[src/design/readout_pkg.sv]
// ----------------------------------------------------------------------
// readout datapath formats
// channel count, sample and DAC word widths, accumulator and buffer
// address widths, dump shift width, signed sample and accumulator types
// ----------------------------------------------------------------------
package readout_pkg;

	// two independent readout channels
	localparam int NCHAN = 2;

	// ADC sample and one DAC lane share a width
	localparam int SAMPLE_W = 16;

	// lanes packed into each DAC word
	localparam int DAC_LANES = 4;

	// full DAC word, lane 0 in the low bits
	localparam int DAC_W = DAC_LANES * SAMPLE_W;

	// integrator sum and buffer word
	localparam int ACC_W = 32;

	// accumulation buffer depth is 2**ADDR_W
	localparam int ADDR_W = 4;

	// right shift applied at dump
	localparam int SHIFT_W = 5;

	// one baseband sample, two's complement
	typedef logic signed [SAMPLE_W-1:0] sample_t;

	// integrator result as written to the buffer
	typedef logic signed [ACC_W-1:0] acc_t;

endpackage

[src/design/seq_pkg.sv]
// ----------------------------------------------------------------------
// control encodings
// shot count width, sequencer state codes, baseband source codes
// ----------------------------------------------------------------------
package seq_pkg;

	// shot counter and nshot width
	localparam int SHOT_W = 32;

	// sequencer states
	// neighbouring states differ in one bit where possible
	typedef enum logic [3:0] {
		S_IDLE      = 4'b0000,
		S_START     = 4'b0001,
		S_PROC_RUN  = 4'b0011,
		S_ELEM_BUSY = 4'b0010,
		S_MORE_SHOT = 4'b0110,
		S_SHOT_ADD  = 4'b0111,
		S_DONE      = 4'b0101
	} seq_state_t;

	// per-channel baseband source
	typedef enum logic [1:0] {
		SRC_ADC  = 2'd0,
		SRC_DAC0 = 2'd1,
		SRC_DAC1 = 2'd2,
		SRC_ZERO = 2'd3
	} src_sel_t;

endpackage

[src/design/acc_buf_writer.sv]
// ----------------------------------------------------------------------
// accumulation buffer writer
// write strobe, address counter locking at the last entry, write data
// and the sign of each result as a one-bit measurement
// ----------------------------------------------------------------------
`timescale 1ns/1ps

module acc_buf_writer #(
	parameter int ACC_W  = readout_pkg::ACC_W,
	parameter int ADDR_W = readout_pkg::ADDR_W
) (
	input  logic                     dspif,
	input  logic                     rst_n,
	input  logic                     acc_clear,
	input  logic signed [ACC_W-1:0]  result,
	input  logic                     result_stb,
	output logic                     buf_we,
	output logic [ADDR_W-1:0]        buf_addr,
	output logic signed [ACC_W-1:0]  buf_data,
	output logic                     meas,
	output logic                     meas_valid
);
	import readout_pkg::*;

	// registered write word
	acc_t data_q;
	// address is all ones, stop counting
	logic lock_last;

	assign lock_last = &buf_addr;
	assign buf_data  = data_q;

	always_ff @(posedge dspif or negedge rst_n) begin
		if (!rst_n) begin
			buf_we     <= 1'b0;
			meas_valid <= 1'b0;
			buf_addr   <= '0;
		end else begin
			buf_we     <= result_stb;
			meas_valid <= buf_we;
			// clear beats a write in the same cycle
			if (acc_clear) begin
				buf_addr <= '0;
			end else if (buf_we && !lock_last) begin
				buf_addr <= buf_addr + 1'b1;
			end
		end
	end

	// payload registers
	always_ff @(posedge dspif) begin
		if (result_stb) begin
			data_q <= result;
		end
		// threshold at zero, negative gives 1
		if (buf_we) begin
			meas <= data_q[ACC_W-1];
		end
	end

endmodule

[src/design/baseband_select.sv]
// ----------------------------------------------------------------------
// baseband source select
// picks ADC, DAC lane 0 monitor or zero per channel and registers it
// together with the channel gate
// ----------------------------------------------------------------------
`timescale 1ns/1ps

module baseband_select #(
	parameter int NCHAN    = readout_pkg::NCHAN,
	parameter int SAMPLE_W = readout_pkg::SAMPLE_W
) (
	input  logic                                        dspif,
	input  logic                                        rst_n,
	input  logic signed [SAMPLE_W-1:0]                  adc,
	input  logic [readout_pkg::DAC_LANES*SAMPLE_W-1:0]  dac0,
	input  logic [readout_pkg::DAC_LANES*SAMPLE_W-1:0]  dac1,
	input  seq_pkg::src_sel_t                           src_sel [NCHAN],
	input  logic [NCHAN-1:0]                            gate,
	output logic signed [SAMPLE_W-1:0]                  sample [NCHAN],
	output logic [NCHAN-1:0]                            sample_gate
);
	import readout_pkg::*;
	import seq_pkg::*;

	// undersampled DAC monitor values
	sample_t dac0_lane0;
	sample_t dac1_lane0;
	// selected value per channel ahead of the register
	sample_t sel_val [NCHAN];

	// only lane 0 of each word is watched
	assign dac0_lane0 = dac0[SAMPLE_W-1:0];
	assign dac1_lane0 = dac1[SAMPLE_W-1:0];

	always_comb begin
		for (int i = 0; i < NCHAN; i++) begin
			case (src_sel[i])
				SRC_ADC:  sel_val[i] = adc;
				SRC_DAC0: sel_val[i] = dac0_lane0;
				SRC_DAC1: sel_val[i] = dac1_lane0;
				SRC_ZERO: sel_val[i] = '0;
			endcase
		end
	end

	// selected sample register
	always_ff @(posedge dspif) begin
		for (int i = 0; i < NCHAN; i++) begin
			sample[i] <= sel_val[i];
		end
	end

	// gate goes through the same single stage
	// so it still lines up with its sample
	always_ff @(posedge dspif or negedge rst_n) begin
		if (!rst_n) begin
			sample_gate <= '0;
		end else begin
			sample_gate <= gate;
		end
	end

endmodule

[src/design/dsp_readout.sv]
// ----------------------------------------------------------------------
// readout and shot-control top level
// source select, per-channel integrator and buffer writer, sequencer
// ----------------------------------------------------------------------
`timescale 1ns/1ps

module dsp_readout #(
	parameter int NCHAN    = readout_pkg::NCHAN,
	parameter int SAMPLE_W = readout_pkg::SAMPLE_W,
	parameter int ACC_W    = readout_pkg::ACC_W,
	parameter int ADDR_W   = readout_pkg::ADDR_W
) (
	input  logic                                dspif,
	input  logic                                rst_n,
	input  logic signed [SAMPLE_W-1:0]          adc,
	input  logic [readout_pkg::DAC_W-1:0]       dac0,
	input  logic [readout_pkg::DAC_W-1:0]       dac1,
	input  seq_pkg::src_sel_t                   src_sel [NCHAN],
	input  logic [NCHAN-1:0]                    gate,
	input  logic [readout_pkg::SHIFT_W-1:0]     shift,
	input  logic                                acc_clear,
	input  logic                                stb_start,
	input  logic [seq_pkg::SHOT_W-1:0]          nshot,
	input  logic                                core_done,
	input  logic                                elem_idle,
	output logic [NCHAN-1:0]                    buf_we,
	output logic [ADDR_W-1:0]                   buf_addr [NCHAN],
	output logic signed [ACC_W-1:0]             buf_data [NCHAN],
	output logic [NCHAN-1:0]                    meas,
	output logic [NCHAN-1:0]                    meas_valid,
	output logic                                proc_reset,
	output logic                                proc_done,
	output logic [seq_pkg::SHOT_W-1:0]          shot_cnt,
	output logic                                last_shot_done
);
	// selected sample and gate, one cycle behind the inputs
	logic signed [SAMPLE_W-1:0] sample [NCHAN];
	logic [NCHAN-1:0]           sample_gate;
	// dumped window sums
	logic signed [ACC_W-1:0]    result [NCHAN];
	logic [NCHAN-1:0]           result_stb;

	baseband_select #(
		.NCHAN    (NCHAN),
		.SAMPLE_W (SAMPLE_W)
	) i_baseband_select (
		.dspif       (dspif),
		.rst_n       (rst_n),
		.adc         (adc),
		.dac0        (dac0),
		.dac1        (dac1),
		.src_sel     (src_sel),
		.gate        (gate),
		.sample      (sample),
		.sample_gate (sample_gate)
	);

	// one integrator and buffer writer per channel
	for (genvar i = 0; i < NCHAN; i++) begin : g_chan
		integrate_dump #(
			.SAMPLE_W (SAMPLE_W),
			.ACC_W    (ACC_W)
		) i_integrate_dump (
			.dspif       (dspif),
			.rst_n       (rst_n),
			.sample      (sample[i]),
			.sample_gate (sample_gate[i]),
			.shift       (shift),
			.result      (result[i]),
			.result_stb  (result_stb[i])
		);

		acc_buf_writer #(
			.ACC_W  (ACC_W),
			.ADDR_W (ADDR_W)
		) i_acc_buf_writer (
			.dspif      (dspif),
			.rst_n      (rst_n),
			.acc_clear  (acc_clear),
			.result     (result[i]),
			.result_stb (result_stb[i]),
			.buf_we     (buf_we[i]),
			.buf_addr   (buf_addr[i]),
			.buf_data   (buf_data[i]),
			.meas       (meas[i]),
			.meas_valid (meas_valid[i])
		);
	end

	// runs beside the datapath, no shared signals
	shot_sequencer i_shot_sequencer (
		.dspif          (dspif),
		.rst_n          (rst_n),
		.stb_start      (stb_start),
		.nshot          (nshot),
		.core_done      (core_done),
		.elem_idle      (elem_idle),
		.proc_reset     (proc_reset),
		.proc_done      (proc_done),
		.shot_cnt       (shot_cnt),
		.last_shot_done (last_shot_done)
	);

endmodule

[src/design/integrate_dump.sv]
// ----------------------------------------------------------------------
// gated integrator
// sums sign-extended samples while the gate is high, dumps the sum
// shifted right arithmetically with a one-cycle strobe on gate close
// ----------------------------------------------------------------------
`timescale 1ns/1ps

module integrate_dump #(
	parameter int SAMPLE_W = readout_pkg::SAMPLE_W,
	parameter int ACC_W    = readout_pkg::ACC_W
) (
	input  logic                               dspif,
	input  logic                               rst_n,
	input  logic signed [SAMPLE_W-1:0]         sample,
	input  logic                               sample_gate,
	input  logic [readout_pkg::SHIFT_W-1:0]    shift,
	output readout_pkg::acc_t                  result,
	output logic                               result_stb
);
	import readout_pkg::*;

	// running sum of the open window
	logic signed [ACC_W-1:0] sum;
	// sample widened to the sum
	logic signed [ACC_W-1:0] sample_ext;
	// gate of the previous cycle
	logic gate_d;
	// first low cycle after a high window
	logic gate_close;
	// scaled value handed out on close
	acc_t dump_val;

	assign sample_ext = {{(ACC_W-SAMPLE_W){sample[SAMPLE_W-1]}}, sample};
	assign gate_close = gate_d & ~sample_gate;

	// arithmetic shift keeps the sign of negative sums
	assign dump_val = acc_t'(sum >>> shift);

	always_ff @(posedge dspif or negedge rst_n) begin
		if (!rst_n) begin
			gate_d     <= 1'b0;
			result_stb <= 1'b0;
			sum        <= '0;
		end else begin
			gate_d     <= sample_gate;
			result_stb <= gate_close;
			if (sample_gate) begin
				sum <= sum + sample_ext;
			end else if (gate_close) begin
				// restart from zero for the next window
				sum <= '0;
			end
		end
	end

	// result is only meaningful with result_stb
	always_ff @(posedge dspif) begin
		if (gate_close) begin
			result <= dump_val;
		end
	end

endmodule

[src/design/shot_sequencer.sv]
// ----------------------------------------------------------------------
// shot sequencer
// repeats the processor run nshot times, endless when nshot is zero
// core reset between shots, shot count, done flag, last-shot strobe
// ----------------------------------------------------------------------
`timescale 1ns/1ps

module shot_sequencer (
	input  logic                        dspif,
	input  logic                        rst_n,
	input  logic                        stb_start,
	input  logic [seq_pkg::SHOT_W-1:0]  nshot,
	input  logic                        core_done,
	input  logic                        elem_idle,
	output logic                        proc_reset,
	output logic                        proc_done,
	output logic [seq_pkg::SHOT_W-1:0]  shot_cnt,
	output logic                        last_shot_done
);
	import seq_pkg::*;

	seq_state_t state;
	seq_state_t next_state;

	// shot target, held for the whole run
	logic [SHOT_W-1:0] nshot_q;
	// count once the current shot is finished
	logic [SHOT_W-1:0] next_cnt;
	// core status, one register stage
	logic core_done_r;
	logic elem_idle_r;
	// another shot is needed
	logic more_shot;

	assign next_cnt = shot_cnt + 1'b1;

	// zero target never matches, so the run never ends
	assign more_shot = (next_cnt != nshot_q) || (nshot_q == '0);

	always_ff @(posedge dspif or negedge rst_n) begin
		if (!rst_n) begin
			state <= S_IDLE;
		end else begin
			state <= next_state;
		end
	end

	always_comb begin
		next_state = state;
		case (state)
			S_IDLE: begin
				if (stb_start) begin
					next_state = S_START;
				end
			end
			S_START: begin
				next_state = S_PROC_RUN;
			end
			// cores running, wait for done
			S_PROC_RUN: begin
				if (core_done_r) begin
					next_state = S_ELEM_BUSY;
				end
			end
			// cores held in reset, wait for elements to drain
			S_ELEM_BUSY: begin
				if (elem_idle_r) begin
					next_state = S_MORE_SHOT;
				end
			end
			S_MORE_SHOT: begin
				next_state = more_shot ? S_SHOT_ADD : S_DONE;
			end
			S_SHOT_ADD: begin
				next_state = S_START;
			end
			S_DONE: begin
				next_state = S_IDLE;
			end
			default: begin
				next_state = S_IDLE;
			end
		endcase
	end

	// outputs registered from the next state
	always_ff @(posedge dspif or negedge rst_n) begin
		if (!rst_n) begin
			core_done_r    <= 1'b0;
			elem_idle_r    <= 1'b0;
			proc_reset     <= 1'b1;
			last_shot_done <= 1'b0;
			nshot_q        <= '0;
			shot_cnt       <= '0;
		end else begin
			core_done_r    <= core_done;
			elem_idle_r    <= elem_idle;
			// cores only leave reset in start and proc_run
			proc_reset     <= !(next_state == S_START || next_state == S_PROC_RUN);
			last_shot_done <= (next_state == S_DONE);
			if (state == S_IDLE && stb_start) begin
				// new run, count restarts
				nshot_q  <= nshot;
				shot_cnt <= '0;
			end else if (next_state == S_SHOT_ADD) begin
				// completed shots so far
				shot_cnt <= next_cnt;
			end
		end
	end

	// set by core done, dropped as the next shot starts
	always_ff @(posedge dspif or negedge rst_n) begin
		if (!rst_n) begin
			proc_done <= 1'b0;
		end else if (core_done_r) begin
			proc_done <= 1'b1;
		end else if (state == S_START) begin
			proc_done <= 1'b0;
		end
	end

endmodule

[config.mk]
export PLATFORM = sky130hd
export DESIGN_NAME = dsp_readout
export DESIGN_NICKNAME = d
export VERILOG_FILES = /design/src/design/readout_pkg.sv /design/src/design/seq_pkg.sv /design/src/design/acc_buf_writer.sv /design/src/design/baseband_select.sv /design/src/design/dsp_readout.sv /design/src/design/integrate_dump.sv /design/src/design/shot_sequencer.sv
export SDC_FILE = /design/constraint.sdc
export NUM_CORES = 1
export LEC_CHECK = 0
export ABC_AREA = 1
export BUFFER_PORTS_ARGS = -buffer_cell sky130_fd_sc_hd__buf_2
export CAP_MARGIN = 20
export CELL_PAD_IN_SITES_DETAIL_PLACEMENT = 0
export CELL_PAD_IN_SITES_GLOBAL_PLACEMENT = 1
export CORE_ASPECT_RATIO = 0.8
export CORE_UTILIZATION = 42
export CTS_CLUSTER_DIAMETER = 40
export DETAILED_ROUTE_END_ITERATION = 12
export GPL_TIMING_DRIVEN = 0
export PLACE_DENSITY = 0.87
export SLEW_MARGIN = 20
export SYNTH_ARGS = -nofsm -noshare
export SYNTH_HDL_FRONTEND = slang
export SYNTH_SLANG_ARGS = --single-unit
[constraint.sdc]
create_clock -name dspif -period 3.3 [get_ports dspif]
set_clock_uncertainty 0.2 [all_clocks]
set_input_delay 0.66 -clock dspif [delete_from_list [all_inputs] [get_ports dspif]]
set_output_delay 0.66 -clock dspif [all_outputs]
set_load 0.005 [all_outputs]
==> Word level (Yosys, flattened, before mapping) <==
Index checks and enable logic that the tools add are counted.
{ "word_totals": {"romBits": 0, "mem_bits_rw": 0, "word_cells": 95, "memories": 0, "latch_bits": 0, "register_bits": 317} }
{ "op_classes": {"n_bitwise": 4, "n_eq_ne": 16, "div_mod_pow": 0, "mul": 0, "n_shift": 2, "add_sub_neg": 5, "n_reduce_logical": 20, "order_cmp": 0, "muxes": 19} }
{ "ops": {"columns": ["op", "count"], "rows": [
  ["$mux 32", 6],
  ["$pmux 16 s4", 2],
  ["$add 32x16->32", 2],
  ["$sshr 32x5->32", 2],
  ["$add 32x1->32 const B", 1],
  ["$logic_not 32->1", 1],
  ["$ne 32x32->1", 1],
  ["$mux 4", 7],
  ["$pmux 4 s6", 1],
  ["$eq 4x3->1 const B", 4],
  ["$eq 4x2->1 const B", 3],
  ["$reduce_bool 2->1", 6],
  ["$add 4x1->4 const B", 2],
  ["$eq 2x2->1 const B", 4],
  ["$eq 4x1->1 const B", 2],
  ["$reduce_and 4->1", 2],
  ["$eq 2x1->1 const B", 2],
  ["$logic_not 2->1", 2],
  ["$logic_not 4->1", 1],
  ["$logic_and 1x1->1", 3],
  ["$logic_not 1->1", 3],
  ["$and 1x1->1", 2],
  ["$logic_or 1x1->1", 2],
  ["$mux 1", 2],
  ["other kinds (2)", 3]
]} }

==> Depth between registers and ports, before layout <==
{ "logic_depth": {"depth_word": 8, "depth_mapped": 19, "ltp_nobuf": 18} }

==> Modules after synthesis <==
A second synthesis with hierarchy kept.
{ "hier_totals": {"cells_unflattened": 3034, "hier_area_um2": 21037.7} }
{ "by_module_without_submodules": {"columns": ["mod", "seq_area_each_um2", "area_each_um2", "cells_per_inst", "instances"], "rows": [
  ["integrate_dump (g_chan[0].i_integrate_dump)", 1811.7, 6237.2, 1028, 1],
  ["integrate_dump (g_chan[1].i_integrate_dump)", 1811.7, 6119.6, 1021, 1],
  ["shot_sequencer", 1828.0, 4652.0, 677, 1],
  ["acc_buf_writer", 1141.1, 1262.5, 63, 2],
  ["baseband_select", 690.7, 1503.9, 182, 1]
]} }

==> Worst setup path after synthesis <==
Ideal clock, no wire load.
{ "synth_path": {"path_type": "register -> register", "startpoint": "reg i_baseband_select.sample_gate[0]", "endpoint": "reg g_chan[0].i_integrate_dump.result[0], enable pin", "setup_slack_ns": 0.514, "n_path_buf": 2, "arrival_time_ns": 2.163, "setup_time_ns": 0.423, "stages_incl_launch_ff": 4, "cell_sequence": "dfrtp_1 > clkbuf_1 > clkbuf_1 > nor2_1"} }
{ "synth_via": {"elab_chain_len": 2} }
{ "synth_rtl": {"columns": ["element", "line", "source"], "rows": [
  ["from (decl)", "baseband_select.sv:20", "output logic [NCHAN-1:0] sample_gate"],
  ["from (signal assigned)", "baseband_select.sv:59", "sample_gate <= gate;"],
  ["$not 1->1", "integrate_dump.sv:34", "assign gate_close = gate_d & ~sample_gate;"],
  ["$and 1x1->1", "integrate_dump.sv:34", null],
  ["net g_chan[0].i_integrate_dump.gate_close", "integrate_dump.sv:29", "logic gate_close;"],
  ["to (signal assigned)", "integrate_dump.sv:59", "result <= dump_val;"],
  ["to (decl)", "integrate_dump.sv:17", "output readout_pkg::acc_t result,"]
]} }
The timed path passes the listed nets, and every way through them passes these cells.
A chain may end at the register's enable or synchronous reset.

==> Worst setup path after layout <==
{ "layout_path": {"startpoint": "in shift[0] (netlist name)", "endpoint": "reg g_chan[1].i_integrate_dump.result[3], data pin"} }
{ "layout_via": {"elab_chain_len": 1} }
{ "layout_rtl": {"columns": ["element", "line", "source"], "rows": [
  ["from (decl)", "dsp_readout.sv:20", "input logic [readout_pkg::SHIFT_W-1:0] shift,"],
  ["$sshr 32x5->32", "integrate_dump.sv:37", "assign dump_val = acc_t'(sum >>> shift);"],
  ["net g_chan[1].i_integrate_dump.dump_val[3]", "integrate_dump.sv:31", "acc_t dump_val;"],
  ["to (signal assigned)", "integrate_dump.sv:59", null],
  ["to (decl)", "integrate_dump.sv:17", null]
]} }
The timed path passes the listed nets, and every way through them passes these cells.

==> metrics <==
Syn-to-layout area delta=19.9%; Hold Slack=61.1 ps; outcome=finished, final reports clean; Tot GR Track Use=0.270; Port Buf Inserts=206; Initial Util=0.426; Worst Tran Pin Value=943 ps; Synth warnings=0; CP required=3390 ps; Hold Path Class=input pin to flip-flop; top_reg_cell synth=dfrtp_1; register area share after synthesis=0.446; ANT nets after route=0; first-pass GRT wire length=96.1 mm; RSZ-0062 raised after global routing=no; share of the synthesized area in the top cell type=0.207; Yosys reg bits=317; # rows=69; DIE AREA=45,900 um2; CTS H-tree depth=2; Unique masters post-synth=52; Crit Path Max Fanout=10; P per Cell Area=735 nW/um2; initial antenna violation count=1; clk sinks=317; Hold Violations, Final=0; # placed instances=3,242; Top delay family on crit path=compound AO/OA/AOI/OAI gates; Finished Layout Cells=3,344; TritonCTS Buffers=49; total iterations of the first detailed-routing run=6; crit start category=input pin; Worst path most repeated cell=o21ai_0; # DRC=0; fmax=0.306 GHz; Die Wd=239 um; CP max-delay cell=clkbuf_1; crit-path max cell delay=600 ps; clock latency on the worst-skew pair=610 ps; routed wire length=62.4 mm; DP HPWL=48.6 mm; max-slew violations=0; Worst slew margin=0.369; critical path, cell by cell=buf_2 -> clkbuf_1 -> clkbuf_1 -> o21ai_0 -> o21ai_0 -> nor2_1 -> o311ai_0 -> o21ai_0; leakage=10.4 nW; layout cells sized above 1=0.135; root buffer cell=clkbuf_16; Post-synth EDFFs=130; Reg clk slew, reported paths=60 ps; WS Path Type=input pin to flip-flop; Longest Clk Path Bufs=3; Via density=5.48; data arrival time of the worst path=3360 ps; DRT iter0 DRCs=1,798; Syn Area/Cell=7.78 um2; core region area=44,400 um2; Mapped Nets=2,689; die span in y=192 um; Mapped Area=18,900 um2; Vias=18,300; leading post-synthesis cells by cell area=edfxtp_1, dfrtp_1, nand2_1, o21ai_0, inv_1; vias in the first global route=16,800; Period Utilization, post-route=0.991; largest net degree at the start of global routing=93; ys async rst share=0.489; Post-layout nets=2,959; fin crit period=3270 ps; Post-Syn Instances=2,429; gp weighted congestion=0.997; area leader, netlist=edfxtp_1; num ports=306; Setup violations, final=0; Routed WL per cell=18.6 um; gr ovfl total=0; Max Cap Viol=0; VDD IR max=0.363 mV; CP bufs+invs=3; CTS tree=yes; CP Capture Type=flip-flop
## cell usage in the layout (no fill, tap or decap), drive strengths merged, types with 4 or more instances in the layout
| cell type | instances |
|---|---|
| nand2 | 654 |
| o21ai | 306 |
| inv | 243 |
| buf | 236 |
| nor2 | 193 |
| nand3 | 154 |
| dfrtp | 154 |
| a21oi | 137 |
| clkbuf | 132 |
| edfxtp | 130 |
| ha | 65 |
| nand4 | 38 |
| mux2i | 35 |
| dfxtp | 32 |
| o22ai | 29 |
| clkinv | 18 |
| nand3b | 17 |
| o211ai | 17 |
| xor2 | 16 |
| nor3 | 16 |
| mux2 | 16 |
| o221ai | 12 |
| o21bai | 10 |
| xnor2 | 10 |
| a21o | 10 |
| a31oi | 8 |
| or2 | 6 |
| a22oi | 5 |
| o21a | 5 |
| dlygate4sd3 | 5 |
| bufinv | 4 |
## state kept, by name, summed over array words and instances, names as in the netlist, 4 cells and up
signal	flops
g_chan.i_acc_buf_writer.buf_data	64
g_chan.i_integrate_dump.result	64
g_chan.i_integrate_dump.sum	64
i_baseband_select.sample	32
i_shot_sequencer.nshot_q	32
i_shot_sequencer.shot_cnt	32
g_chan.i_acc_buf_writer.buf_addr	8
i_shot_sequencer.state	4
## through the flow
step	setup WS (ps)	power (W)	util	instance area [um2]	setup TNS, ps
after global routing	12.3	0.0177	0.511	22700	0
final	31.3	0.0167	0.511	22700	0
after detailed placement	-361	0.0112	0.469	20800	-2480
after global placement	-1260	0.0110	0.466	20700	-212520
after CTS	25.9	0.0166	0.510	22600	0
after floorplan	514	0.00928	-	18900	0
## worst reg2reg max path, cell delays in order, from the launching register on
cell and delay [ps]:
dfrtp_1 500, nand2_1 190, nor2_4 210, nand2_1 150, nor2_1 230, nand2_1 70, nand2_1 120, nand2_1 70
nand2_1 60, nand2_1 40, nor2_1 80, nand2_1 50, nor2_1 290, nand3_2 250, nand2_4 170, buf_6 180
nand3_1 100, nand2_1 90
## cells in the mapped netlist, drive strengths merged (3+ instances only)
cell type  number
edfxtp        130
a221oi          3
o21ai         306
clkinv          3
dfxtp          32
xor2           16
o311ai          3
a21oi         137
dfrtp         154
clkbuf         76
nand3b         17
nand4          38
a22oi           5
o22ai          29
or2             6
nor2          193
mux2           16
nor3           16
a21boi          3
buf            22
o221ai         12
o211ai         17
mux2i          35
nand3         154
a31oi           8
ha             65
a21o           10
o21bai         10
nand2         654
a211oi          3
xnor2          10
inv           229
o21a            5
## where the power goes
part           switching (W)  internal [W]
registers           0.000712       0.00494
logic                0.00374       0.00189
clock network        0.00212       0.00325
## metal layers
metal,GRT usage,share of wire
met1,0.415,0.49
met2,0.382,0.41
met3,0.0598,0.089
met4,0.0587,0.013
met5,0,0.00014
## logic make-up after synthesis
family,count (synthesis),share of synthesized area
AOI/OAI and AO/OA,554,0.160
xor gates and xnor gates,27,0.0132
adders and majority gates,67,0.0451
buffers and inverters,330,0.0681
DFF,317,0.446
muxes,51,0.0281
other,1,0.000198
and+or+nand+nor,1082,0.239
## area by class of cell
type | count | area [um2]
multi-input combinational | 1782 | 9230
inverter | 232 | 871
clock inverter | 36 | 465
sequential | 317 | 8430
tap | 603 | 754
buffer | 98 | 417
antenna | 1 | 2.50
clock buffer | 56 | 1290
timing repair buffer | 219 | 1200
fill | 4321 | 21700
## path summary, 6_finish.rpt
kind	startpoint	endpoint	slack [ps]	cells past startpoint
min in group asynchronous	rst_n	i_shot_sequencer.nshot_q[18]	430	2
min reg2reg	i_baseband_select.sample_gate[0]	g_chan[0].i_integrate_dump.gate_d	170	0
min	acc_clear	g_chan[0].i_acc_buf_writer.buf_addr[1]	60	2
max	shift[0]	g_chan[1].i_integrate_dump.result[3]	30	8
max reg2reg	i_shot_sequencer.shot_cnt[7]	i_shot_sequencer.shot_cnt[6]	150	17
max in group asynchronous	rst_n	g_chan[1].i_integrate_dump.sum[16]	1540	3
## what timing repair did
| item | in CTS | in global routing |
|---|---|---|
| gates resized for setup | 0 | 14 |
| endpoints found under the hold margin | 67 | 0 |
| setup buffers | 0 | 4 |
| setup endpoints to repair | 0 | 44 |
| hold buffers | 5 | 0 |
(Power assumes the default switching activity.)
